`config.mk`:
```
export PLATFORM = sky130hd
export DESIGN_NAME = a2_glue_top
export DESIGN_NICKNAME = d
export VERILOG_FILES = /design/src/rtl/a2_av_pkg.sv /design/src/rtl/a2_bus_pkg.sv /design/src/rtl/a2_audio_mixer.sv /design/src/rtl/a2_card_merge.sv /design/src/rtl/a2_edge_sync.sv /design/src/rtl/a2_front_panel.sv /design/src/rtl/a2_glue_top.sv /design/src/rtl/a2_scanline_dimmer.sv
export VERILOG_INCLUDE_DIRS = /design/src /design/src/rtl
export SDC_FILE = /design/constraint.sdc
export NUM_CORES = 1
export LEC_CHECK = 0
export BUFFER_PORTS_ARGS = -buffer_cell sky130_fd_sc_hd__buf_4
export CAP_MARGIN = 20
export CORE_ASPECT_RATIO = 0.7
export CORE_MARGIN = 10
export CORE_UTILIZATION = 38
export DETAILED_ROUTE_END_ITERATION = 10
export GPL_TIMING_DRIVEN = 1
export PLACE_DENSITY_LB_ADDON = 0.3
export SYNTH_ARGS = -nofsm -noshare
export SYNTH_HDL_FRONTEND = slang
export SYNTH_SLANG_ARGS = --single-unit
```
`constraint.sdc`:
```
create_clock -name clk_logic_w -period 2.1 [get_ports clk_logic_w]
set_input_delay 0.315 -clock clk_logic_w [delete_from_list [all_inputs] [get_ports clk_logic_w]]
set_output_delay 0.315 -clock clk_logic_w [all_outputs]
set_load 0.05 [all_outputs]
```
`src/rtl/a2_glue_settings.svh`:
```
`ifndef A2_GLUE_SETTINGS_SVH
`define A2_GLUE_SETTINGS_SVH

// Bus and video widths
`define A2_DATA_W 8
`define A2_COLOR_W 8
`define A2_GMODE_W 4
`define A2_LED_W 5

// Audio widths and alignment inside the mixed sample
`define A2_AUDIO_W 16
`define A2_MB_AUDIO_W 10
`define A2_MB_SHIFT 5
`define A2_SPK_SHIFT 13

// Forced-on features, ORed with the DIP switches
`define A2_SCANLINES_ENABLE 0
`define A2_SPEAKER_ENABLE 0

// Permission to drive the Apple bus
`define A2_BUS_DATA_OUT_ENABLE 1
`define A2_IRQ_OUT_ENABLE 1

`endif

```
`src/rtl/a2_av_pkg.sv`:
```
`default_nettype none

`include "a2_glue_settings.svh"

package a2_av_pkg;

    typedef logic [`A2_COLOR_W-1:0] color_t;

    typedef struct packed {
        color_t r;
        color_t g;
        color_t b;
    } rgb_t;

    typedef logic [`A2_AUDIO_W-1:0]    audio_sample_t;
    typedef logic [`A2_MB_AUDIO_W-1:0] mb_sample_t;

    // SuperSprite, Mockingboard and speaker sources
    typedef struct packed {
        audio_sample_t ssp;
        mb_sample_t    mb_l;
        mb_sample_t    mb_r;
        logic          speaker;
    } card_audio_t;

    typedef struct packed {
        audio_sample_t l;
        audio_sample_t r;
    } stereo_t;

    typedef struct packed {
        logic                   soc_led;
        logic                   vdp_unlocked;
        logic [`A2_GMODE_W-1:0] gmode;
    } panel_status_t;

endpackage

`default_nettype wire

```
`src/rtl/a2_bus_pkg.sv`:
```
`default_nettype none

`include "a2_glue_settings.svh"

package a2_bus_pkg;

    typedef logic [`A2_DATA_W-1:0] bus_data_t;

    // Read strobe plus the byte the card puts on the bus
    typedef struct packed {
        logic      rd;
        bus_data_t data;
    } card_rsp_t;

    typedef struct packed {
        card_rsp_t ssc;
        card_rsp_t ssp;
        card_rsp_t mb;
        card_rsp_t diskii;
        card_rsp_t cardrom;
    } card_rsps_t;

    // Active-low interrupt levels
    typedef struct packed {
        logic mb_n;
        logic vdp_n;
        logic ssc_n;
    } card_irqs_t;

    // Listed from highest to lowest priority
    typedef enum logic [2:0] {
        SRC_SSC,
        SRC_SSP,
        SRC_MB,
        SRC_DISKII,
        SRC_CARDROM,
        SRC_BUS
    } card_src_e;

endpackage

`default_nettype wire

```
`src/rtl/a2_audio_mixer.sv`:
```
`timescale 1ns/1ps
`default_nettype none

`include "a2_glue_settings.svh"

module a2_audio_mixer (
    input  logic                   clk_logic_w,
    input  logic                   rst_n_i,
    input  a2_av_pkg::card_audio_t audio_i,
    input  logic                   speaker_en_i,
    output a2_av_pkg::stereo_t     mix_o
);

    import a2_av_pkg::*;

    audio_sample_t mb_l_w;
    audio_sample_t mb_r_w;
    audio_sample_t spk_w;

    // Mockingboard samples sit 5 bits up in the mixed word
    assign mb_l_w = audio_sample_t'(audio_i.mb_l) << `A2_MB_SHIFT;
    assign mb_r_w = audio_sample_t'(audio_i.mb_r) << `A2_MB_SHIFT;

    // Speaker is a single bit worth a large step
    assign spk_w = speaker_en_i ? (audio_sample_t'(audio_i.speaker) << `A2_SPK_SHIFT)
                                : '0;

    // Sum wraps at the sample width
    always_ff @(posedge clk_logic_w) begin
        if (!rst_n_i) begin
            mix_o <= '0;
        end else begin
            mix_o.l <= audio_i.ssp + mb_l_w + spk_w;
            mix_o.r <= audio_i.ssp + mb_r_w + spk_w;
        end
    end

endmodule

`default_nettype wire

```
`src/rtl/a2_card_merge.sv`:
```
`timescale 1ns/1ps
`default_nettype none

`include "a2_glue_settings.svh"

module a2_card_merge (
    input  a2_bus_pkg::bus_data_t  bus_data_i,
    input  a2_bus_pkg::card_rsps_t rsps_i,
    input  a2_bus_pkg::card_irqs_t irqs_i,
    output logic                   data_out_en_o,
    output a2_bus_pkg::bus_data_t  data_out_o,
    output logic                   irq_n_o
);

    import a2_bus_pkg::*;

    localparam bit DATA_OUT_EN = `A2_BUS_DATA_OUT_ENABLE;
    localparam bit IRQ_OUT_EN  = `A2_IRQ_OUT_ENABLE;

    card_src_e src;
    logic      any_rd;
    logic      irq_all_n;

    // Fixed priority, SuperSerial first
    always_comb begin
        if (rsps_i.ssc.rd) begin
            src = SRC_SSC;
        end else if (rsps_i.ssp.rd) begin
            src = SRC_SSP;
        end else if (rsps_i.mb.rd) begin
            src = SRC_MB;
        end else if (rsps_i.diskii.rd) begin
            src = SRC_DISKII;
        end else if (rsps_i.cardrom.rd) begin
            src = SRC_CARDROM;
        end else begin
            src = SRC_BUS;
        end
    end

    always_comb begin
        case (src)
            SRC_SSC:     data_out_o = rsps_i.ssc.data;
            SRC_SSP:     data_out_o = rsps_i.ssp.data;
            SRC_MB:      data_out_o = rsps_i.mb.data;
            SRC_DISKII:  data_out_o = rsps_i.diskii.data;
            SRC_CARDROM: data_out_o = rsps_i.cardrom.data;
            default:     data_out_o = bus_data_i;
        endcase
    end

    assign any_rd = rsps_i.ssc.rd | rsps_i.ssp.rd | rsps_i.mb.rd
                  | rsps_i.diskii.rd | rsps_i.cardrom.rd;
    assign data_out_en_o = any_rd & DATA_OUT_EN;

    // Open-collector style wired-AND of the card interrupts
    assign irq_all_n = irqs_i.mb_n & irqs_i.vdp_n & irqs_i.ssc_n;
    assign irq_n_o   = irq_all_n | ~IRQ_OUT_EN;

endmodule

`default_nettype wire

```
`src/rtl/a2_edge_sync.sv`:
```
`timescale 1ns/1ps
`default_nettype none

module a2_edge_sync (
    input  logic clk_logic_w,
    input  logic rst_n_i,
    input  logic async_i,
    output logic level_o,
    output logic level_n_o,
    output logic rise_o,
    output logic fall_o,
    output logic any_edge_o
);

    // Two synchronizer stages, then one flop of history for edges
    logic meta_q;
    logic sync_q;
    logic hist_q;

    always_ff @(posedge clk_logic_w) begin
        if (!rst_n_i) begin
            meta_q <= 1'b0;
            sync_q <= 1'b0;
            hist_q <= 1'b0;
        end else begin
            meta_q <= async_i;
            sync_q <= meta_q;
            hist_q <= sync_q;
        end
    end

    assign level_o   = sync_q;
    assign level_n_o = ~sync_q;

    // High in the cycle where the synchronized level has just changed
    assign rise_o     = sync_q & ~hist_q;
    assign fall_o     = ~sync_q & hist_q;
    assign any_edge_o = rise_o | fall_o;

endmodule

`default_nettype wire

```
`src/rtl/a2_front_panel.sv`:
```
`timescale 1ns/1ps
`default_nettype none

`include "a2_glue_settings.svh"

module a2_front_panel (
    input  logic                     clk_logic_w,
    input  logic                     rst_n_i,
    input  logic [3:0]               dip_switches_n_i,
    input  logic                     button_n_i,
    input  a2_av_pkg::panel_status_t status_i,
    output logic                     scanlines_o,
    output logic                     speaker_en_o,
    output logic [`A2_LED_W-1:0]     led_o
);

    localparam bit SCANLINES_FORCE = `A2_SCANLINES_ENABLE;
    localparam bit SPEAKER_FORCE   = `A2_SPEAKER_ENABLE;

    // Switches are closed when low
    assign scanlines_o  = ~dip_switches_n_i[0] | SCANLINES_FORCE;
    assign speaker_en_o = ~dip_switches_n_i[1] | SPEAKER_FORCE;

    // LEDs are lit by a low level, so reset leaves them dark
    always_ff @(posedge clk_logic_w) begin
        if (!rst_n_i) begin
            led_o <= '1;
        end else if (!button_n_i) begin
            led_o <= {4'b1111, ~status_i.soc_led};
        end else begin
            led_o <= {~status_i.vdp_unlocked, ~status_i.gmode};
        end
    end

endmodule

`default_nettype wire

```
`src/rtl/a2_glue_top.sv`:
```
`timescale 1ns/1ps
`default_nettype none

`include "a2_glue_settings.svh"

module a2_glue_top (
    input  logic                     clk_logic_w,
    input  logic                     rst_n_i,
    input  logic                     a2_phi1_i,
    input  logic                     a2_7m_i,
    output logic                     phi0_o,
    output logic                     phi1_o,
    output logic                     phi1_rise_o,
    output logic                     phi1_fall_o,
    output logic                     clk_2m_tick_o,
    output logic                     clk_7m_o,
    output logic                     clk_7m_rise_o,
    output logic                     clk_7m_fall_o,
    output logic                     clk_14m_tick_o,
    input  a2_bus_pkg::bus_data_t    bus_data_i,
    input  a2_bus_pkg::card_rsps_t   rsps_i,
    input  a2_bus_pkg::card_irqs_t   irqs_i,
    output logic                     data_out_en_o,
    output a2_bus_pkg::bus_data_t    data_out_o,
    output logic                     irq_n_o,
    input  a2_av_pkg::card_audio_t   audio_i,
    output a2_av_pkg::stereo_t       mix_o,
    input  a2_av_pkg::rgb_t          pixel_i,
    input  logic [9:0]               screen_y_i,
    output a2_av_pkg::rgb_t          pixel_o,
    input  logic [3:0]               dip_switches_n_i,
    input  logic                     button_n_i,
    input  a2_av_pkg::panel_status_t status_i,
    output logic [`A2_LED_W-1:0]     led_o
);

    logic scanlines_w;
    logic speaker_en_w;

    // Phi1 into the logic domain; phi0 is its inverse
    a2_edge_sync u_phi1_sync (
        .clk_logic_w (clk_logic_w),
        .rst_n_i     (rst_n_i),
        .async_i     (a2_phi1_i),
        .level_o     (phi1_o),
        .level_n_o   (phi0_o),
        .rise_o      (phi1_rise_o),
        .fall_o      (phi1_fall_o),
        .any_edge_o  (clk_2m_tick_o)
    );

    // 7M with both edges giving the 14M tick
    a2_edge_sync u_7m_sync (
        .clk_logic_w (clk_logic_w),
        .rst_n_i     (rst_n_i),
        .async_i     (a2_7m_i),
        .level_o     (clk_7m_o),
        .level_n_o   (),
        .rise_o      (clk_7m_rise_o),
        .fall_o      (clk_7m_fall_o),
        .any_edge_o  (clk_14m_tick_o)
    );

    a2_card_merge u_card_merge (
        .bus_data_i    (bus_data_i),
        .rsps_i        (rsps_i),
        .irqs_i        (irqs_i),
        .data_out_en_o (data_out_en_o),
        .data_out_o    (data_out_o),
        .irq_n_o       (irq_n_o)
    );

    a2_audio_mixer u_audio_mixer (
        .clk_logic_w  (clk_logic_w),
        .rst_n_i      (rst_n_i),
        .audio_i      (audio_i),
        .speaker_en_i (speaker_en_w),
        .mix_o        (mix_o)
    );

    a2_scanline_dimmer u_scanline_dimmer (
        .clk_logic_w (clk_logic_w),
        .rst_n_i     (rst_n_i),
        .pixel_i     (pixel_i),
        .line_odd_i  (screen_y_i[0]),
        .scanlines_i (scanlines_w),
        .pixel_o     (pixel_o)
    );

    a2_front_panel u_front_panel (
        .clk_logic_w      (clk_logic_w),
        .rst_n_i          (rst_n_i),
        .dip_switches_n_i (dip_switches_n_i),
        .button_n_i       (button_n_i),
        .status_i         (status_i),
        .scanlines_o      (scanlines_w),
        .speaker_en_o     (speaker_en_w),
        .led_o            (led_o)
    );

endmodule

`default_nettype wire

```
`src/rtl/a2_scanline_dimmer.sv`:
```
`timescale 1ns/1ps
`default_nettype none

module a2_scanline_dimmer (
    input  logic            clk_logic_w,
    input  logic            rst_n_i,
    input  a2_av_pkg::rgb_t pixel_i,
    input  logic            line_odd_i,
    input  logic            scanlines_i,
    output a2_av_pkg::rgb_t pixel_o
);

    import a2_av_pkg::*;

    rgb_t half_w;
    logic dim_w;

    // Half brightness on every other line
    assign half_w.r = pixel_i.r >> 1;
    assign half_w.g = pixel_i.g >> 1;
    assign half_w.b = pixel_i.b >> 1;

    assign dim_w = scanlines_i & line_odd_i;

    always_ff @(posedge clk_logic_w) begin
        if (!rst_n_i) begin
            pixel_o <= '0;
        end else begin
            pixel_o <= dim_w ? half_w : pixel_i;
        end
    end

endmodule

`default_nettype wire

```
### Word level (Yosys, flattened, before mapping)

Index checks and enable logic that the tools add are counted.
W data, S select, Z words.

* output and inout port bits: 80
* register bits: 67
* word-level logic and storage cells: 58
* RAM bits: 0
* bits in latches: 0
* memory bits (read-only): 0
* bits of input ports: 142
* memories kept: 0

* order comparisons: 0
* multiplexer cells: 9
* $add $sub $neg: 4
* bitwise logic cells: 22
* shift operators: 0
* multipliers: 0
* equal/unequal tests: 4
* reductions and logical operators: 3
* divide/modulo/power cells: 0

Operators with widths (count)
* $pmux W8 S5: 1
* $add A16 B15 Y16: 2
* $add A16 B16 Y16: 2
* $mux W23: 1
* $mux W14: 1
* $mux W3: 4
* $not A1 Y1: 8
* $and A1 B1 Y1: 7
* $eq A3 B2 Y1 const B: 2
* $or A1 B1 Y1: 6
* $not A4 Y4: 1
* $eq A3 B1 Y1 const B: 1
* $eq A3 B3 Y1 const B: 1
* $logic_not A3 Y1: 1
* $mux W1: 2
* $reduce_and A2 Y1: 1
* $reduce_or A2 Y1: 1

### Longest topological paths before layout

Gate-level depths: netlist of the first run.

* word-level depth: 7
* mapped depth: 10
* gate-level depth less buffers: 10

### By module

A second synthesis of the first run with hierarchy kept.

* cells, all modules: 362
* area, all modules: 3467.1 µm²

By module, submodules not included
* a2_audio_mixer: times used 1, sequential area each 540.5 µm², area an instance 1759.2 µm², cells an instance 182
* a2_scanline_dimmer: times used 1, sequential area each 480.5 µm², area an instance 847.1 µm², cells an instance 79
* a2_card_merge: times used 1, sequential area each 0.0 µm², area an instance 488.0 µm², cells an instance 66
* a2_edge_sync: times used 2, sequential area each 60.1 µm², area an instance 115.1 µm², cells an instance 11
* a2_front_panel: times used 1, sequential area each 100.1 µm², area an instance 142.6 µm², cells an instance 13

### Least setup slack after synthesis of the first run

OpenSTA, ideal clock, no wires.

* kind: input -> output
* start: in rsps_i[44] (netlist name)
* end: out data_out_o[0]
* path buffers: 3
* cell stages on the path: 6
* slack: -0.270 ns
* required time: 1.785 ns
* data arrival time: 2.055 ns
* cell sequence: buf_2 nor4_1 nand2b_1 buf_2 buf_2 a21oi_1

* cells in the longest elaborated chain, start to end: 3
* elaborated cells on any way between the ends: 7
* those cells by class: 4 x eq/ne; 2 x mux; 1 x reduce/logical

Ends and longest elaborated chain
* start, declared: RTL line a2_glue_top.sv:21 `input a2_bus_pkg::card_rsps_t rsps_i,`
* $mux W3 *: RTL line a2_card_merge.sv:26 `if (rsps_i.ssc.rd) begin`
* $eq A3 B3 Y1, or another cell as far along: RTL line a2_card_merge.sv:42 `case (src)`
* $pmux W8 S5 *: RTL line a2_card_merge.sv:42
* end, declared: RTL line a2_glue_top.sv:24 `output a2_bus_pkg::bus_data_t data_out_o,`

Every way passes the cells marked *; elsewhere a longest branch is shown, timed or not.

### Final worst setup path of the first run

* start: in rsps_i[35] (netlist name)
* end: out data_out_o[2]

* cells in the longest elaborated chain, start to end: 4
* elaborated cells on any way between the ends: 8
* those cells by class: 4 x eq/ne; 3 x mux; 1 x reduce/logical

Ends and longest elaborated chain
* $mux W3 *: RTL line a2_card_merge.sv:28 `end else if (rsps_i.ssp.rd) begin`
* $mux W3 *: RTL line a2_card_merge.sv:26
* $eq A3 B3 Y1, or another cell as far along: RTL line a2_card_merge.sv:42
* $pmux W8 S5 *: RTL line a2_card_merge.sv:42

Marks and branches as above.

==> results of run 1 <==
[report_power, final]
group          total (mW)  internal [mW]  switching (mW)
Clock                1.42          0.915           0.508
Combinational        1.53          0.625           0.907
Sequential           1.32           1.29          0.0304
Total                4.27           2.83            1.45
[state kept, by name, summed over array words and instances (netlist names)]
name	count
u_7m_sync.hist_q	1
u_7m_sync.meta_q	1
u_audio_mixer.mix_o	27
u_7m_sync.level_o	1
u_phi1_sync.level_o	1
u_phi1_sync.hist_q	1
u_scanline_dimmer.pixel_o	24
u_front_panel.led_o	5
u_phi1_sync.meta_q	1
[layout make-up]
type                    instances  area (sq um)
fillers                       696          2851
multi-input cells             280          2037
repair buffers                242          1817
flip-flops and latches         62          1241
clock buffers                  10         229.0
well taps                     120         150.1
clock inverters                 6         61.31
inverters                      15         56.30
[routing by layer]
metal | up-vias | part of all wire, % | GRT usage, %
li1 | 1775 | - | -
met5 | - | 0 | 0
met2 | 119 | 50 | 31.09
met1 | 1561 | 40 | 20.61
met3 | 14 | 8.0 | 5.322
met4 | 0 | 1.6 | 5.286
[final timing paths]
| check | to | cells after the start | slack (ns) |
|---|---|---|---|
| max | data_out_o[2] | 8 | 0.04 |
| min | u_front_panel.led_o[2] | 2 | 0.18 |
| min reg2reg | u_7m_sync.level_o | 1 | 0.44 |
| max reg2reg | u_phi1_sync.hist_q | 2 | 1.52 |
[worst max-delay path, delay by kind of cell]
family	cells	cell delay (ns)
AO/OA/AOI/OAI	2	0.62
AND/OR/NAND/NOR	2	0.19
buffers and inverters	4	0.62
[placed cells by master (no fill, tap or decap), types with 3 or more instances in the layout]
cell / n
a21o_1: 5
xnor2_1: 3
ha_4: 5
clkbuf_16: 9
dfxtp_1: 62
nor3_1: 5
and2_1: 15
a21oi_1: 27
buf_4: 242
clkinv_2: 3
a211oi_1: 5
inv_1: 13
and3_1: 7
nand2b_1: 5
nand3_1: 6
a21oi_2: 7
ha_1: 34
nor2_1: 26
nand2_1: 56
a22oi_1: 8
xor2_1: 7
o21ai_0: 18
a221oi_1: 8
o21a_1: 4
[cells by family (layout without fill, tap and decap cells)]
logic type	Yosys count	in the layout	share of synthesized area, %
mux	3	3	0.9470
xor+xnor	10	10	2.652
buf+inv	37	273	4.962
flops	62	62	37.58
compound gates	93	93	17.69
fa+ha+maj	44	44	17.58
simple gates	130	130	18.60
[timing repair]
action	4_1_cts	5_1_grt
hold buffers	0	0
gates resized for setup	1	1
setup endpoints to repair	1	5
pin swaps	0	1
[through the flow]
stage / power (mW) / setup slack (ns) / instance area [sq um] / utilization [%]
after floorplan: 2.268 / -0.06215 / 3431 / -
after global placement: 2.842 / -0.2190 / 5290 / 62.66
after detailed placement: 2.867 / -0.2624 / 5290 / 62.66
after CTS: 4.315 / 0.06108 / 5583 / 66.12
after global routing: 4.484 / 0.005081 / 5592 / 66.23
final: 4.271 / 0.03661 / 5592 / 66.23
==> results.json, run 1 <==
{
  "cts_buffers": 9,
  "maxCapViolCount": 0,
  "num_antenna_cells": 0,
  "synth_cell_type_count": 41,
  "r2r-start": "u_phi1_sync.level_o",
  "core_sq_um": 8443,
  "hold-worst-slack_ns": 0.1754,
  "async_flop_share_pct": 0,
  "synth_top_area_share_pct": 37.58,
  "yosys-top-cells-count": "62 x dfxtp_1, 56 x nand2_1, 40 x ha_1",
  "ir_drop_mv": 0.5845,
  "drc": 0,
  "synth_nets": 565,
  "slew_viol_final": 0,
  "antenna_found_initial": 0,
  "synth_largest_area_cell": "dfxtp_1",
  "ant_nets": 0,
  "fin_nets": 796,
  "post-cts-setup-buffers": 0,
  "cellPowerDensity_nw_per_um2": 763.8,
  "die_area_sq_um": 12880,
  "cts_tree": "done",
  "ys_ff_latch": 62,
  "cp.arrival_ns": 1.75,
  "post-route-min-period_ns": 2.063,
  "rsz0062_at_grt": "no",
  "crit_slowest_cell": "a221oi_1",
  "setup_tns_ns": 0,
  "cp_common_cell": "buf_4",
  "timing.final.hold_violations": 0,
  "crit_required_ns": 1.78,
  "worstPathMaxFanout": 8,
  "initial_utilization_pct": 39.12,
  "startpoint": "rsps_i[35]",
  "synth.top_cells.by_area": "dfxtp_1 38%, ha_1 15%, nand2_1 6.4%",
  "die_y_um": 98.01,
  "syn_area_per_cell_sq_um": 8.715,
  "grt_first_pass_wirelength_mm": 18.69,
  "first_pass_iters": 4,
  "finClkSkew_ns": 0.003755,
  "synth.most_common_cell": "dfxtp_1",
  "clk_latency_ns": 0.31,
  "worst_hold_startpoint": "status_i[2]",
  "drt-initial-drc-count": 158,
  "yosysSeqAreaShare_pct": 37.58,
  "setup_violations": 0,
  "synth_edf_count": 0,
  "syn_area_sq_um": 3303,
  "cp_cell_sequence": "buf_4, nor4_1, buf_4, and2_0, buf_4, a221oi_1, a21oi_4, buf_4",
  "dpl.hpwl_mm": 9.966,
  "finalCritPeriodShare_pct": 98.26,
  "vias": 3469,
  "cts_buffer_depth": 2,
  "wirelength_mm": 12.00,
  "gp_congestion": 0.8490,
  "p_leak_nw": 2.809,
  "min_path_type": "primary input to flop",
  "avgViaCountPerCell": 4.720,
  "max_slew_margin_pct": 46.55,
  "max_freq_ghz": 0.4846,
  "slowest_delay_ns": 0.52,
  "die_width_um": 131.4,
  "io-pin-count": 222,
  "yosys_warnings": 0,
  "cts_sinks": 62,
  "global_route.overflow_total": 0,
  "rows": 28,
  "end_kind": "output port",
  "numPortBuffers": 210,
  "yosys_most_used_dff": "dfxtp_1",
  "layoutNonFillerInstCount": 735,
  "numPlacedInstances": 719,
  "start_kind": "primary input",
  "wl_per_cell_um": 16.32,
  "area_growth_pct": 69.28,
  "cts.htree.levels": 3,
  "critical_path_class": "primary input to output port",
  "drive_above_1_share_pct": 45.69,
  "cts_root_buf": "clkbuf_16",
  "path_clk_slew_ns": 0.05,
  "grt_start_max_net_pins": 33,
  "grt_pass1_vias": 3519,
  "status": "finished clean",
  "worst_slew_pin_slew_ns": 0.8017,
  "synthesis.instances": 379,
  "grt_usage_pct": 17.78
}
Note: power is estimated with default switching activity, not from simulation.
==> run 2: changes to the inputs <==
Settings changed: CORE_UTILIZATION 38 to 45, GPL_TIMING_DRIVEN 1 to 0, TNS_END_PERCENT set to 100.
Clock period 2.1 ns to 2.4 ns, I/O delays scaled along.
==> run 2 against run 1 <==
Sequential power down 13%. Critical path depth unchanged. Non-clock buffer count down 11. Clock-buffer cell count unchanged. Hold slack better by 0.025 ns. Critical path type unchanged. Largest power group unchanged. Highest routed layer unchanged.
==> results.json, run 2 (synthesis results as in run 1) <==
{
  "fin_ws_ns": 0.2197,
  "io-pin-count": 222,
  "post-cts-setup-buffers": 0,
  "wirelength_mm": 11.74,
  "die_width_um": 122.4,
  "numPortBuffers": 209,
  "area_growth_pct": 58.45,
  "drc": 0,
  "rows": 26,
  "core_sq_um": 7222,
  "global_route.overflow_total": 0,
  "ctsHoldBuffers": 0,
  "largest_reg_flops": 27,
  "cts_buffers": 9,
  "avgViaCountPerCell": 4.981,
  "dpl.hpwl_mm": 9.812,
  "num_antenna_cells": 0,
  "finalCritPeriodShare_pct": 90.85,
  "cp_cell_sequence": "buf_4, nor2b_1, clkbuf_1, a22oi_1, o21ai_0, a221oi_1, a21oi_1, buf_4",
  "setup_violations": 0,
  "die_y_um": 91.68,
  "cts_sinks": 62,
  "rsz0062_at_grt": "no",
  "grt_pass1_vias": 3477,
  "reg.largest.list": "u_audio_mixer.mix_o: 27 flops, u_scanline_dimmer.pixel_o: 24 flops, u_front_panel.led_o: 5 flops",
  "cts_buffer_depth": 2,
  "first_pass_iters": 5,
  "grt_usage_pct": 19.43,
  "min_path_type": "primary input to flop",
  "drt-initial-drc-count": 181,
  "ir_drop_mv": 0.3456,
  "crit_buf_inv": 3,
  "crit_slowest_cell": "clkbuf_1",
  "cts_resized": 0,
  "antenna_found_initial": 0,
  "gp_congestion": 0.8676,
  "start_kind": "primary input",
  "slew_viol_final": 0,
  "cts.htree.levels": 3,
  "cts_tree": "done",
  "numPlacedInstances": 686,
  "worstPathMaxFanout": 8,
  "maxCapViolCount": 0,
  "fin_nets": 785,
  "ant_nets": 0,
  "post-route-min-period_ns": 2.180,
  "cellPowerDensity_nw_per_um2": 660.2,
  "max_slew_margin_pct": 63.23,
  "fillCellCount": 570,
  "critical_path_class": "primary input to output port",
  "cp_common_cell": "buf_4",
  "grt_start_max_net_pins": 13,
  "p_leak_nw": 2.664,
  "final_common_cell": "buf_4",
  "worst_slew_pin_slew_ns": 0.5515,
  "grt_first_pass_wirelength_mm": 17.33,
  "timing.final.hold_violations": 0,
  "layout_common_cells": "214 x buf_4, 62 x dfxtp_1, 56 x nand2_1, 40 x ha_1, 35 x a21oi_1",
  "path_clk_slew_ns": 0.07,
  "slowest_delay_ns": 0.33,
  "initial_utilization_pct": 45.74,
  "dp_slack_ns": -0.1057,
  "max_freq_ghz": 0.4586,
  "die_area_sq_um": 11220,
  "layoutNonFillerInstCount": 702,
  "path_delay_family": "compound AO/OA/AOI/OAI gates",
  "cp.arrival_ns": 1.82,
  "finClkSkew_ns": 0.004776,
  "cts_root_buf": "clkbuf_8",
  "vias": 3497,
  "crit_required_ns": 2.04,
  "wl_per_cell_um": 16.73,
  "status": "finished clean",
  "end_kind": "output port",
  "drive_above_1_share_pct": 39.90,
  "clk_latency_ns": 0.34,
  "largest-register": "u_audio_mixer.mix_o"
}
-- run 2: worst paths after layout --
kind	startpoint	end	slack [ns]	cells after the start
max	rsps_i[26]	data_out_o[2]	0.22	8
min	status_i[1]	u_front_panel.led_o[1]	0.20	2
max reg2reg	u_phi1_sync.level_o	u_phi1_sync.hist_q	1.80	2
min reg2reg	u_phi1_sync.meta_q	u_phi1_sync.level_o	0.45	1
-- run 2: cell type report --
class	count	area, sq um	share of cell area (%)
clock inverters	6	92.59	1.769
repair buffers	209	1569	29.98
plain buffers	22	107.6	2.056
well taps	98	122.6	2.343
inverters	15	56.30	1.076
clock buffers	10	137.6	2.630
multi-input cells	280	1907	36.43
flip-flops and latches	62	1241	23.72
-- run 2: where the power goes --
| part | internal, mW | switching [mW] | leakage [nW] |
|---|---|---|---|
| combinational | 0.481 | 0.768 | 2.04 |
| sequential | 1.12 | 0.0275 | 0.515 |
| clock | 0.618 | 0.438 | 0.109 |
-- run 2: routing by layer --
metal  track usage, %  vias to the layer above  share of wire, %
li1                 -                     1750                 -
met1            21.73                     1601                40
met2            34.44                      129                50
met3            6.307                       17               8.1
met4            5.577                        0               1.6
met5                0                        -                 0
-- run 2: stage by stage --
stage / power, mW / setup TNS (ns) / util, % / cell area [sq um] / hold slack, ns
final: 3.455 / 0 / 72.47 / 5234 / 0.2002
after global routing: 3.604 / 0 / 72.47 / 5234 / 0.1858
after CTS: 3.470 / 0 / 72.35 / 5225 / 0.1913
after detailed placement: 2.418 / -0.1684 / 69.16 / 4995 / 0.4321
after global placement: 2.393 / -0.1380 / 69.16 / 4995 / 0.4185
after floorplan: 1.956 / -0.4795 / - / 3303 / 0.4119
